--- config.mk ---
export PLATFORM = sky130hd
export DESIGN_NAME = rv32i_front_end
export DESIGN_NICKNAME = d
export VERILOG_FILES = /design/src/source/rv32i_pkg.sv /design/src/source/fetch_unit.sv /design/src/source/id_stage_reg.sv /design/src/source/ifid_reg.sv /design/src/source/imm_gen.sv /design/src/source/instr_fields.sv /design/src/source/rv32i_front_end.sv
export SDC_FILE = /design/constraint.sdc
export NUM_CORES = 1
export LEC_CHECK = 0
export ABC_AREA = 1
export BUFFER_PORTS_ARGS = -buffer_cell sky130_fd_sc_hd__buf_2
export CORE_ASPECT_RATIO = 1.25
export CORE_MARGIN = 2
export CORE_UTILIZATION = 30
export CTS_CLUSTER_SIZE = 40
export DETAILED_ROUTE_END_ITERATION = 8
export SLEW_MARGIN = 10
export SYNTH_ARGS = -nofsm -noshare
export SYNTH_HDL_FRONTEND = slang
export SYNTH_SLANG_ARGS = --single-unit
--- constraint.sdc ---
create_clock -name clk -period 4.9 [get_ports clk]
set_input_delay 0.245 -clock clk [delete_from_list [all_inputs] [get_ports clk]]
set_output_delay 0.245 -clock clk [all_outputs]
set_load 0.02 [all_outputs]
--- src/source/rv32i_pkg.sv ---
/*
 * Shared RV32I definitions for the pipeline front end
 * Opcodes, formats, the instruction word union and fixed words
 */
`default_nettype none

package rv32i_pkg;

    // PC after reset and the flush filler, ADDI x0, x0, 0
    localparam logic [31:0] reset_vector = 32'h60;
    localparam logic [31:0] nop_instr    = 32'h13;

    typedef logic [4:0] rv32i_reg_t;

    // Base opcodes, all with the low bits at 2'b11
    typedef enum logic [6:0] {
        opc_lui      = 7'b0110111,
        opc_auipc    = 7'b0010111,
        opc_jal      = 7'b1101111,
        opc_jalr     = 7'b1100111,
        opc_branch   = 7'b1100011,
        opc_load     = 7'b0000011,
        opc_store    = 7'b0100011,
        opc_op_imm   = 7'b0010011,
        opc_op       = 7'b0110011,
        opc_misc_mem = 7'b0001111,
        opc_system   = 7'b1110011
    } rv32i_opcode_e;

    typedef enum logic [2:0] {
        fmt_r = 3'd0,
        fmt_i = 3'd1,
        fmt_s = 3'd2,
        fmt_b = 3'd3,
        fmt_u = 3'd4,
        fmt_j = 3'd5
    } instr_format_e;

    // One struct per encoding, fields listed from bit 31 down
    typedef struct packed {
        logic [6:0] funct7;
        rv32i_reg_t rs2;
        rv32i_reg_t rs1;
        logic [2:0] funct3;
        rv32i_reg_t rd;
        logic [6:0] opcode;
    } r_fmt_t;

    typedef struct packed {
        logic [11:0] imm_11_0;
        rv32i_reg_t  rs1;
        logic [2:0]  funct3;
        rv32i_reg_t  rd;
        logic [6:0]  opcode;
    } i_fmt_t;

    typedef struct packed {
        logic [6:0] imm_11_5;
        rv32i_reg_t rs2;
        rv32i_reg_t rs1;
        logic [2:0] funct3;
        logic [4:0] imm_4_0;
        logic [6:0] opcode;
    } s_fmt_t;

    // Branch offset bits are scattered, bit 0 is implied zero
    typedef struct packed {
        logic       imm_12;
        logic [5:0] imm_10_5;
        rv32i_reg_t rs2;
        rv32i_reg_t rs1;
        logic [2:0] funct3;
        logic [3:0] imm_4_1;
        logic       imm_11;
        logic [6:0] opcode;
    } b_fmt_t;

    typedef struct packed {
        logic [19:0] imm_31_12;
        rv32i_reg_t  rd;
        logic [6:0]  opcode;
    } u_fmt_t;

    typedef struct packed {
        logic       imm_20;
        logic [9:0] imm_10_1;
        logic       imm_11;
        logic [7:0] imm_19_12;
        rv32i_reg_t rd;
        logic [6:0] opcode;
    } j_fmt_t;

    typedef union packed {
        r_fmt_t r_fmt;
        i_fmt_t i_fmt;
        s_fmt_t s_fmt;
        b_fmt_t b_fmt;
        u_fmt_t u_fmt;
        j_fmt_t j_fmt;
    } rv32i_instr_u;

endpackage

`default_nettype wire

--- src/source/fetch_unit.sv ---
/*
 * Instruction fetch over a read-only Wishbone classic master
 * Holds the PC and parks one word in a skid buffer during a stall
 */
`default_nettype none

module fetch_unit (
    input  wire         clk,
    input  wire         rst,
    input  wire         take,
    input  wire         redirect,
    input  wire  [31:0] redirect_pc,
    output logic        wb_cyc,
    output logic        wb_stb,
    output logic [31:0] wb_adr,
    input  wire  [31:0] wb_dat_i,
    input  wire         wb_ack,
    output logic        fetch_valid,
    output logic [31:0] fetch_pc,
    output logic [31:0] fetch_instr
);
    import rv32i_pkg::*;

    logic [31:0] pc;
    logic        bus_active;
    logic        bus_done;
    logic        skid_valid;
    logic [31:0] skid_pc;
    logic [31:0] skid_instr;

    assign bus_done = bus_active & wb_ack;

    // cyc and stb rise and fall together, address is the PC
    assign wb_cyc = bus_active;
    assign wb_stb = bus_active;
    assign wb_adr = pc;

    // Bus is idle while the skid buffer holds a word
    assign fetch_valid = skid_valid | bus_done;
    assign fetch_pc    = skid_valid ? skid_pc : pc;
    assign fetch_instr = skid_valid ? skid_instr : wb_dat_i;

    always_ff @(posedge clk or posedge rst) begin
        if (rst) begin
            pc         <= reset_vector;
            bus_active <= 1'b0;
            skid_valid <= 1'b0;
        end else if (redirect) begin
            // Drop cyc to abort, restart next cycle on the new path
            pc         <= redirect_pc;
            bus_active <= 1'b0;
            skid_valid <= 1'b0;
        end else if (bus_done) begin
            pc <= pc + 32'd4;
            if (!take) begin
                // Next stage busy, park the word
                bus_active <= 1'b0;
                skid_valid <= 1'b1;
            end
        end else if (skid_valid) begin
            if (take) begin
                skid_valid <= 1'b0;
                bus_active <= 1'b1;
            end
        end else if (!bus_active) begin
            bus_active <= 1'b1;
        end
    end

    // Capture the word that arrived while stalled
    always_ff @(posedge clk) begin
        if (bus_done && !take && !redirect) begin
            skid_pc    <= pc;
            skid_instr <= wb_dat_i;
        end
    end

endmodule

`default_nettype wire

--- src/source/id_stage_reg.sv ---
/*
 * ID/EX register, joins the field and immediate decode
 * Adds the branch or jump target before registering the bundle
 */
`default_nettype none

module id_stage_reg (
    input  wire                            clk,
    input  wire                            rst,
    input  wire                            en,
    input  wire                            flush,
    input  wire                            ifid_valid,
    input  wire  [31:0]                    ifid_pc,
    input  wire  rv32i_pkg::rv32i_opcode_e opcode,
    input  wire  [2:0]                     funct3,
    input  wire  [6:0]                     funct7,
    input  wire  rv32i_pkg::rv32i_reg_t    rs1,
    input  wire  rv32i_pkg::rv32i_reg_t    rs2,
    input  wire  rv32i_pkg::rv32i_reg_t    rd,
    input  wire  rv32i_pkg::instr_format_e format,
    input  wire                            illegal,
    input  wire  [31:0]                    imm,
    output logic                           id_valid,
    output logic [31:0]                    id_pc,
    output rv32i_pkg::rv32i_opcode_e       id_opcode,
    output logic [2:0]                     id_funct3,
    output logic [6:0]                     id_funct7,
    output rv32i_pkg::rv32i_reg_t          id_rs1,
    output rv32i_pkg::rv32i_reg_t          id_rs2,
    output rv32i_pkg::rv32i_reg_t          id_rd,
    output rv32i_pkg::instr_format_e       id_format,
    output logic [31:0]                    id_imm,
    output logic [31:0]                    id_target,
    output logic                           id_illegal
);
    import rv32i_pkg::*;

    logic [31:0] target;

    // PC relative target for branches and JAL only
    assign target = (format == fmt_b || format == fmt_j) ? ifid_pc + imm : 32'd0;

    always_ff @(posedge clk or posedge rst) begin
        if (rst) begin
            id_valid <= 1'b0;
        end else if (flush) begin
            id_valid <= 1'b0;
        end else if (en) begin
            id_valid <= ifid_valid;
        end
    end

    always_ff @(posedge clk) begin
        if (en && !flush) begin
            id_pc      <= ifid_pc;
            id_opcode  <= opcode;
            id_funct3  <= funct3;
            id_funct7  <= funct7;
            id_rs1     <= rs1;
            id_rs2     <= rs2;
            id_rd      <= rd;
            id_format  <= format;
            id_imm     <= imm;
            id_target  <= target;
            id_illegal <= illegal;
        end
    end

endmodule

`default_nettype wire

--- src/source/ifid_reg.sv ---
/*
 * IF/ID pipeline register
 * Holds when disabled, loads a NOP with valid low on flush
 */
`default_nettype none

module ifid_reg (
    input  wire         clk,
    input  wire         rst,
    input  wire         en,
    input  wire         flush,
    input  wire         fetch_valid,
    input  wire  [31:0] fetch_pc,
    input  wire  [31:0] fetch_instr,
    output logic        ifid_valid,
    output logic [31:0] ifid_pc,
    output logic [31:0] ifid_instr
);
    import rv32i_pkg::*;

    // Flush wins over a stall
    always_ff @(posedge clk or posedge rst) begin
        if (rst) begin
            ifid_valid <= 1'b0;
        end else if (flush) begin
            ifid_valid <= 1'b0;
        end else if (en) begin
            ifid_valid <= fetch_valid;
        end
    end

    always_ff @(posedge clk) begin
        if (flush) begin
            ifid_instr <= nop_instr;
        end else if (en) begin
            ifid_pc    <= fetch_pc;
            ifid_instr <= fetch_instr;
        end
    end

endmodule

`default_nettype wire

--- src/source/imm_gen.sv ---
/*
 * Immediate generator, builds all formats and selects one
 */
`default_nettype none

module imm_gen (
    input  wire rv32i_pkg::rv32i_instr_u  ifid_instr,
    input  wire rv32i_pkg::instr_format_e format,
    output logic [31:0]                   imm
);
    import rv32i_pkg::*;

    logic [31:0] i_imm;
    logic [31:0] s_imm;
    logic [31:0] b_imm;
    logic [31:0] u_imm;
    logic [31:0] j_imm;

    // Sign bit is always instruction bit 31
    assign i_imm = {{20{ifid_instr.i_fmt.imm_11_0[11]}}, ifid_instr.i_fmt.imm_11_0};
    assign s_imm = {{20{ifid_instr.s_fmt.imm_11_5[6]}}, ifid_instr.s_fmt.imm_11_5,
                    ifid_instr.s_fmt.imm_4_0};
    assign b_imm = {{19{ifid_instr.b_fmt.imm_12}}, ifid_instr.b_fmt.imm_12,
                    ifid_instr.b_fmt.imm_11, ifid_instr.b_fmt.imm_10_5,
                    ifid_instr.b_fmt.imm_4_1, 1'b0};
    assign u_imm = {ifid_instr.u_fmt.imm_31_12, 12'd0};
    assign j_imm = {{11{ifid_instr.j_fmt.imm_20}}, ifid_instr.j_fmt.imm_20,
                    ifid_instr.j_fmt.imm_19_12, ifid_instr.j_fmt.imm_11,
                    ifid_instr.j_fmt.imm_10_1, 1'b0};

    always_comb begin
        case (format)
            fmt_i:   imm = i_imm;
            fmt_s:   imm = s_imm;
            fmt_b:   imm = b_imm;
            fmt_u:   imm = u_imm;
            fmt_j:   imm = j_imm;
            default: imm = 32'd0;
        endcase
    end

endmodule

`default_nettype wire

--- src/source/instr_fields.sv ---
/*
 * Field decoder for the IF/ID word
 * Names the fields, picks the format and flags unknown opcodes
 */
`default_nettype none

module instr_fields (
    input  wire rv32i_pkg::rv32i_instr_u  ifid_instr,
    output rv32i_pkg::rv32i_opcode_e      opcode,
    output logic [2:0]                    funct3,
    output logic [6:0]                    funct7,
    output rv32i_pkg::rv32i_reg_t         rs1,
    output rv32i_pkg::rv32i_reg_t         rs2,
    output rv32i_pkg::rv32i_reg_t         rd,
    output rv32i_pkg::instr_format_e      format,
    output logic                          illegal
);
    import rv32i_pkg::*;

    logic [6:0] raw_opcode;
    logic       known;

    assign raw_opcode = ifid_instr.r_fmt.opcode;
    assign opcode     = rv32i_opcode_e'(raw_opcode);

    always_comb begin
        known  = 1'b1;
        format = fmt_i;
        case (raw_opcode)
            opc_op:       format = fmt_r;
            opc_op_imm,
            opc_load,
            opc_jalr,
            opc_misc_mem,
            opc_system:   format = fmt_i;
            opc_store:    format = fmt_s;
            opc_branch:   format = fmt_b;
            opc_lui,
            opc_auipc:    format = fmt_u;
            opc_jal:      format = fmt_j;
            default:      known = 1'b0;
        endcase
    end

    // Every base opcode ends in 2'b11, other low bits fall to the default arm
    assign illegal = ~known;

    // rs1 and funct3 sit at fixed bits and pass through as they are
    assign rs1    = ifid_instr.r_fmt.rs1;
    assign funct3 = ifid_instr.r_fmt.funct3;

    // Zero the absent fields so no false dependency shows downstream
    assign funct7 = (format == fmt_r) ? ifid_instr.r_fmt.funct7 : 7'd0;
    assign rs2    = (format == fmt_r || format == fmt_s || format == fmt_b)
                    ? ifid_instr.r_fmt.rs2 : 5'd0;
    assign rd     = (format == fmt_s || format == fmt_b) ? 5'd0 : ifid_instr.r_fmt.rd;

endmodule

`default_nettype wire

--- src/source/rv32i_front_end.sv ---
/*
 * RV32I front end: fetch, IF/ID register and decode into ID/EX
 */
`default_nettype none

module rv32i_front_end (
    input  wire                      clk,
    input  wire                      rst,
    input  wire                      stall,
    input  wire                      redirect,
    input  wire  [31:0]              redirect_pc,
    output logic                     wb_cyc,
    output logic                     wb_stb,
    output logic [31:0]              wb_adr,
    input  wire  [31:0]              wb_dat_i,
    input  wire                      wb_ack,
    output logic                     id_valid,
    output logic [31:0]              id_pc,
    output rv32i_pkg::rv32i_opcode_e id_opcode,
    output logic [2:0]               id_funct3,
    output logic [6:0]               id_funct7,
    output rv32i_pkg::rv32i_reg_t    id_rs1,
    output rv32i_pkg::rv32i_reg_t    id_rs2,
    output rv32i_pkg::rv32i_reg_t    id_rd,
    output rv32i_pkg::instr_format_e id_format,
    output logic [31:0]              id_imm,
    output logic [31:0]              id_target,
    output logic                     id_illegal
);
    import rv32i_pkg::*;

    logic          take;
    logic          fetch_valid;
    logic [31:0]   fetch_pc;
    logic [31:0]   fetch_instr;
    logic          ifid_valid;
    logic [31:0]   ifid_pc;
    rv32i_instr_u  ifid_instr;
    rv32i_opcode_e dec_opcode;
    logic [2:0]    dec_funct3;
    logic [6:0]    dec_funct7;
    rv32i_reg_t    dec_rs1;
    rv32i_reg_t    dec_rs2;
    rv32i_reg_t    dec_rd;
    instr_format_e dec_format;
    logic          dec_illegal;
    logic [31:0]   dec_imm;

    // One stall signal freezes fetch hand-off and both registers
    assign take = ~stall;

    fetch_unit i_fetch_unit (
        .clk, .rst, .take, .redirect, .redirect_pc,
        .wb_cyc, .wb_stb, .wb_adr, .wb_dat_i, .wb_ack,
        .fetch_valid, .fetch_pc, .fetch_instr
    );

    ifid_reg i_ifid_reg (
        .clk, .rst, .en(take), .flush(redirect),
        .fetch_valid, .fetch_pc, .fetch_instr,
        .ifid_valid, .ifid_pc, .ifid_instr
    );

    instr_fields i_instr_fields (
        .ifid_instr, .opcode(dec_opcode), .funct3(dec_funct3), .funct7(dec_funct7),
        .rs1(dec_rs1), .rs2(dec_rs2), .rd(dec_rd), .format(dec_format),
        .illegal(dec_illegal)
    );

    imm_gen i_imm_gen (.ifid_instr, .format(dec_format), .imm(dec_imm));

    id_stage_reg i_id_stage_reg (
        .clk, .rst, .en(take), .flush(redirect), .ifid_valid, .ifid_pc,
        .opcode(dec_opcode), .funct3(dec_funct3), .funct7(dec_funct7),
        .rs1(dec_rs1), .rs2(dec_rs2), .rd(dec_rd), .format(dec_format),
        .illegal(dec_illegal), .imm(dec_imm),
        .id_valid, .id_pc, .id_opcode, .id_funct3, .id_funct7, .id_rs1, .id_rs2,
        .id_rd, .id_format, .id_imm, .id_target, .id_illegal
    );

endmodule

`default_nettype wire

==> metrics <==
H-tree levels 1; vias in the first global route approximately 11000; clk_skew 20.1 ps; Startpoint Class flop; final worst path period need about 3700 ps; Worst path max stage delay approximately 570 ps; Setup crit end kind flop; clock latency on the worst-skew pair 580 ps; ys flop type edfxtp_1; clock power share a little over a third; Reg clk slew, reported paths 70 ps; grt total ovfl 0; Area Overhead vs Synth 24.2%; Worst EP required about 5200 ps; Final Max Slew Viols 0; net switching fraction of the power 29.0%; TritonCTS clock tree built; area of the multi-input gates 0.00473 mm2; P_sw roughly 1800 uW; hold path depth 3; M1 GR Usage a little over a fifth; Avg Cell Area, Syn 9.59 um2; area of the core between 0.04 and 0.05 mm2; post-DP HPWL between 30000 and 40000 um; CP Max Fanout 12; critical setup path kind flop to flop; TritonCTS Sinks slightly below 300; initial antenna violation count 0; post-route ant nets 0; Via density around 4.6; Post-synth EDFFs about 230; Synth area leader edfxtp_1; Cell Int Power about 4400 uW; YS warnings 0; Diodes inserted 0; sequential share of power about half; CP max stage cell o21ai_0; Tot GR Track Use roughly 18%; Min-Delay Path Class input port to flop; reg2reg start i_ifid_reg.ifid_instr[4]; Synth area leaders edfxtp_1 (49%), nand2_1 (11%), dfrtp_1 (6.0%); Tightest Pin Transition between 1000 and 1500 ps; Pre-antenna DRT Iters 5; layout cells sized above 1 21.0%; most used routing layer in global routing met2; achievable clock frequency 0.267 GHz; distinct cell type count after synthesis 46; Tcrit/Tclk final between 70% and 80%; hold path start redirect; RSZ-0062 raised after global routing false; Wirelength per Cell 18.2 um; Die Span Y 246 um; first-pass GRT wire length ~65000 um; fraction of registers with async set/reset 12.2%; total length of routed wires 43300 um; cts bufs inserted 31; setup TNS 0 ps; Port Buffers around 240; std cell rows between 80 and 90; met3 Track Usage GR around 1.9%; Worst Setup SP i_ifid_reg.ifid_instr[4]; worst path buffer plus inverter count 4; Clock Path Buffers 3; I/O pin cnt 236; Die X about 200 um; CTS root buffer clkbuf_16; Leak around 0.0076 uW; routability congestion estimate from global placement slightly above 0.9; post-synth design cell area 0.0141 mm2; fin worst setup slack 1160 ps; final setup vio count 0; Worst Path Arrival around 4100 ps; met2 global-route usage between 30% and 40%; initial core utilization a little under a third; status completed; DRC 0; Register Area 0.00839 mm2; Slew HR 29.0%; Max Cap Viol 0; top-area cell type share of the netlist area about half; Pwr Density between 300 and 400 mW/mm2; fillers between 4000 and 5000; critical-path cell list inv_2 -> nor2_4 -> nand2_1 -> nor2_1 -> inv_1 -> nand2_1 -> inv_1 -> o21ai_0 -> ha_1 -> nand2_2 -> nor2_2 -> inv_1 -> nor2_2 -> nand2_1 -> nand2_2 -> nand2_1 -> nand2_1 -> nand2_1 -> nand2_1 -> nor2_1; final hold vios 0; nets@finish 1873; Largest delay share family, worst path simple AND/OR/NAND/NOR gates; most used cell, CP nand2_1; Mapped Cells between 1000 and 1500; combinational share of power around 16%; R2R depth 20; sequential-to-total area share from yosys stat between 50% and 60%; first-iteration detailed-routing DRC count 690; Mapped Nets 1569; Die ar. between 0.04 and 0.05 mm2; vias between 10000 and 15000; Critical Path Stages 20; Setup WS pre-CTS roughly 1100 ps; VDD IR-drop max between 0.0002 and 0.00025 V; largest net degree at the start of global routing slightly below 200; Seq cells post-synth just under 300
## worst paths after layout
check	endpoint	slack, ps
worst max-delay path	i_id_stage_reg.id_target[19]	1160
worst min-delay path	i_fetch_unit.wb_adr[1]	180
worst max register to register	i_id_stage_reg.id_target[19]	1160
worst min register to register	i_id_stage_reg.id_rs1[1]	430
max in group asynchronous	i_fetch_unit.skid_valid	4190
min in group asynchronous	i_fetch_unit.wb_adr[1]	340
## flip-flops by register name, summed over array words and instances, names as in the netlist, 7 cells and up
signal	count
i_id_stage_reg.id_funct7	7
i_fetch_unit.skid_instr	32
i_ifid_reg.ifid_pc	32
i_id_stage_reg.id_opcode	7
i_id_stage_reg.id_imm	32
i_fetch_unit.skid_pc	32
i_id_stage_reg.id_target	32
i_fetch_unit.wb_adr	32
i_id_stage_reg.id_pc	32
i_ifid_reg.ifid_instr	32
## worst reg2reg max path: stages (launching register included)
cell	delay [ps]
dfxtp_1	430
inv_2	80
nor2_4	100
nand2_1	60
nor2_1	160
inv_1	260
nand2_1	180
inv_1	130
o21ai_0	570
ha_1	360
nand2_2	100
nor2_2	230
inv_1	100
nor2_2	160
nand2_1	90
nand2_2	140
nand2_1	70
nand2_1	90
nand2_1	60
nand2_1	50
nor2_1	80
## placed cells by master, fill, tap and decap left out, types with 31 or more instances in the layout
cell           instances
clkbuf_16             31
o22ai_1               34
buf_2                235
edfxtp_1             228
dlygate4sd3_1         66
a21oi_1               36
nor2_1               153
nand3_1               46
nand2_1              404
o21ai_0               70
dfxtp_1               32
ha_1                  32
dfrtp_1               33
inv_1                199
## stage by stage
step                      cells  util [%]  power, uW  hold WS (ps)  instance area, um2
after floorplan            1467         -       3600           344               14100
after global placement     2257      34.3       3940           390               15900
after detailed placement   2257      34.3       3950           401               15900
after CTS                  2380      37.8       6230           169               17500
after global routing       2380      37.8       6450           218               17500
final                      2380      37.8       6170           180               17500
## power by group through the flow
| stage | logic [uW] | registers [uW] | clock network (uW) |
|---|---|---|---|
| 6_report | 958 | 2980 | 2240 |
| 5_1_grt | 1060 | 2990 | 2390 |
| 4_1_cts | 962 | 2980 | 2290 |
| 3_5_place_dp | 917 | 3030 | 0 |
| 3_3_place_gp | 910 | 3030 | 0 |
| 2_1_floorplan | 507 | 3090 | 0 |
## cell families after synthesis
kind of cell             after synthesis  share of synthesized area (%)
XOR/XNOR                              30                           1.87
AND/OR/NAND/NOR                      682                           20.8
adder cells (fa/ha/maj)               33                           2.99
buffers and inverters                242                           6.82
flip-flops                           296                           59.6
AO/OA/AOI/OAI                        184                           7.88
## area by class of cell
| class | count | share of cell area (%) |
|---|---|---|
| Tap cell | 585 | 4.19 |
| Multi-Input combinational cell | 929 | 27.1 |
| Clock buffer | 38 | 4.59 |
| Sequential cell | 296 | 48.0 |
| Inverter | 207 | 4.46 |
| Clock inverter | 19 | 0.795 |
| Timing Repair Buffer | 306 | 10.9 |
## layer usage
metal / vias up / routed length (um)
met1: 5190 / 18000
met2: 325 / 21600
li1: 5431 / -
met4: 0 / 1840
met3: 84 / 1920
met5: - / 0
## Yosys cell counts, drive strengths merged, types with 3 or more instances
| master | instances |
|---|---|
| xor2 | 27 |
| a21oi | 43 |
| nand3 | 53 |
| o22ai | 35 |
| o211ai | 7 |
| o21bai | 6 |
| a31o | 3 |
| xnor2 | 3 |
| o21ai | 83 |
| dfrtp | 34 |
| nor3 | 18 |
| edfxtp | 228 |
| inv | 206 |
| dfxtp | 32 |
| nand4 | 7 |
| clkbuf | 17 |
| ha | 32 |
| nor2 | 173 |
| and2 | 5 |
| buf | 18 |
| nand2 | 422 |
## timing repair
| item | CTS | global route |
|---|---|---|
| hold buffers | 66 | 0 |
| resized for setup | 0 | 0 |
| setup buffers | 0 | 0 |
| hold endpoints to repair | 128 | 0 |
Power figures use the tool's default switching activity.
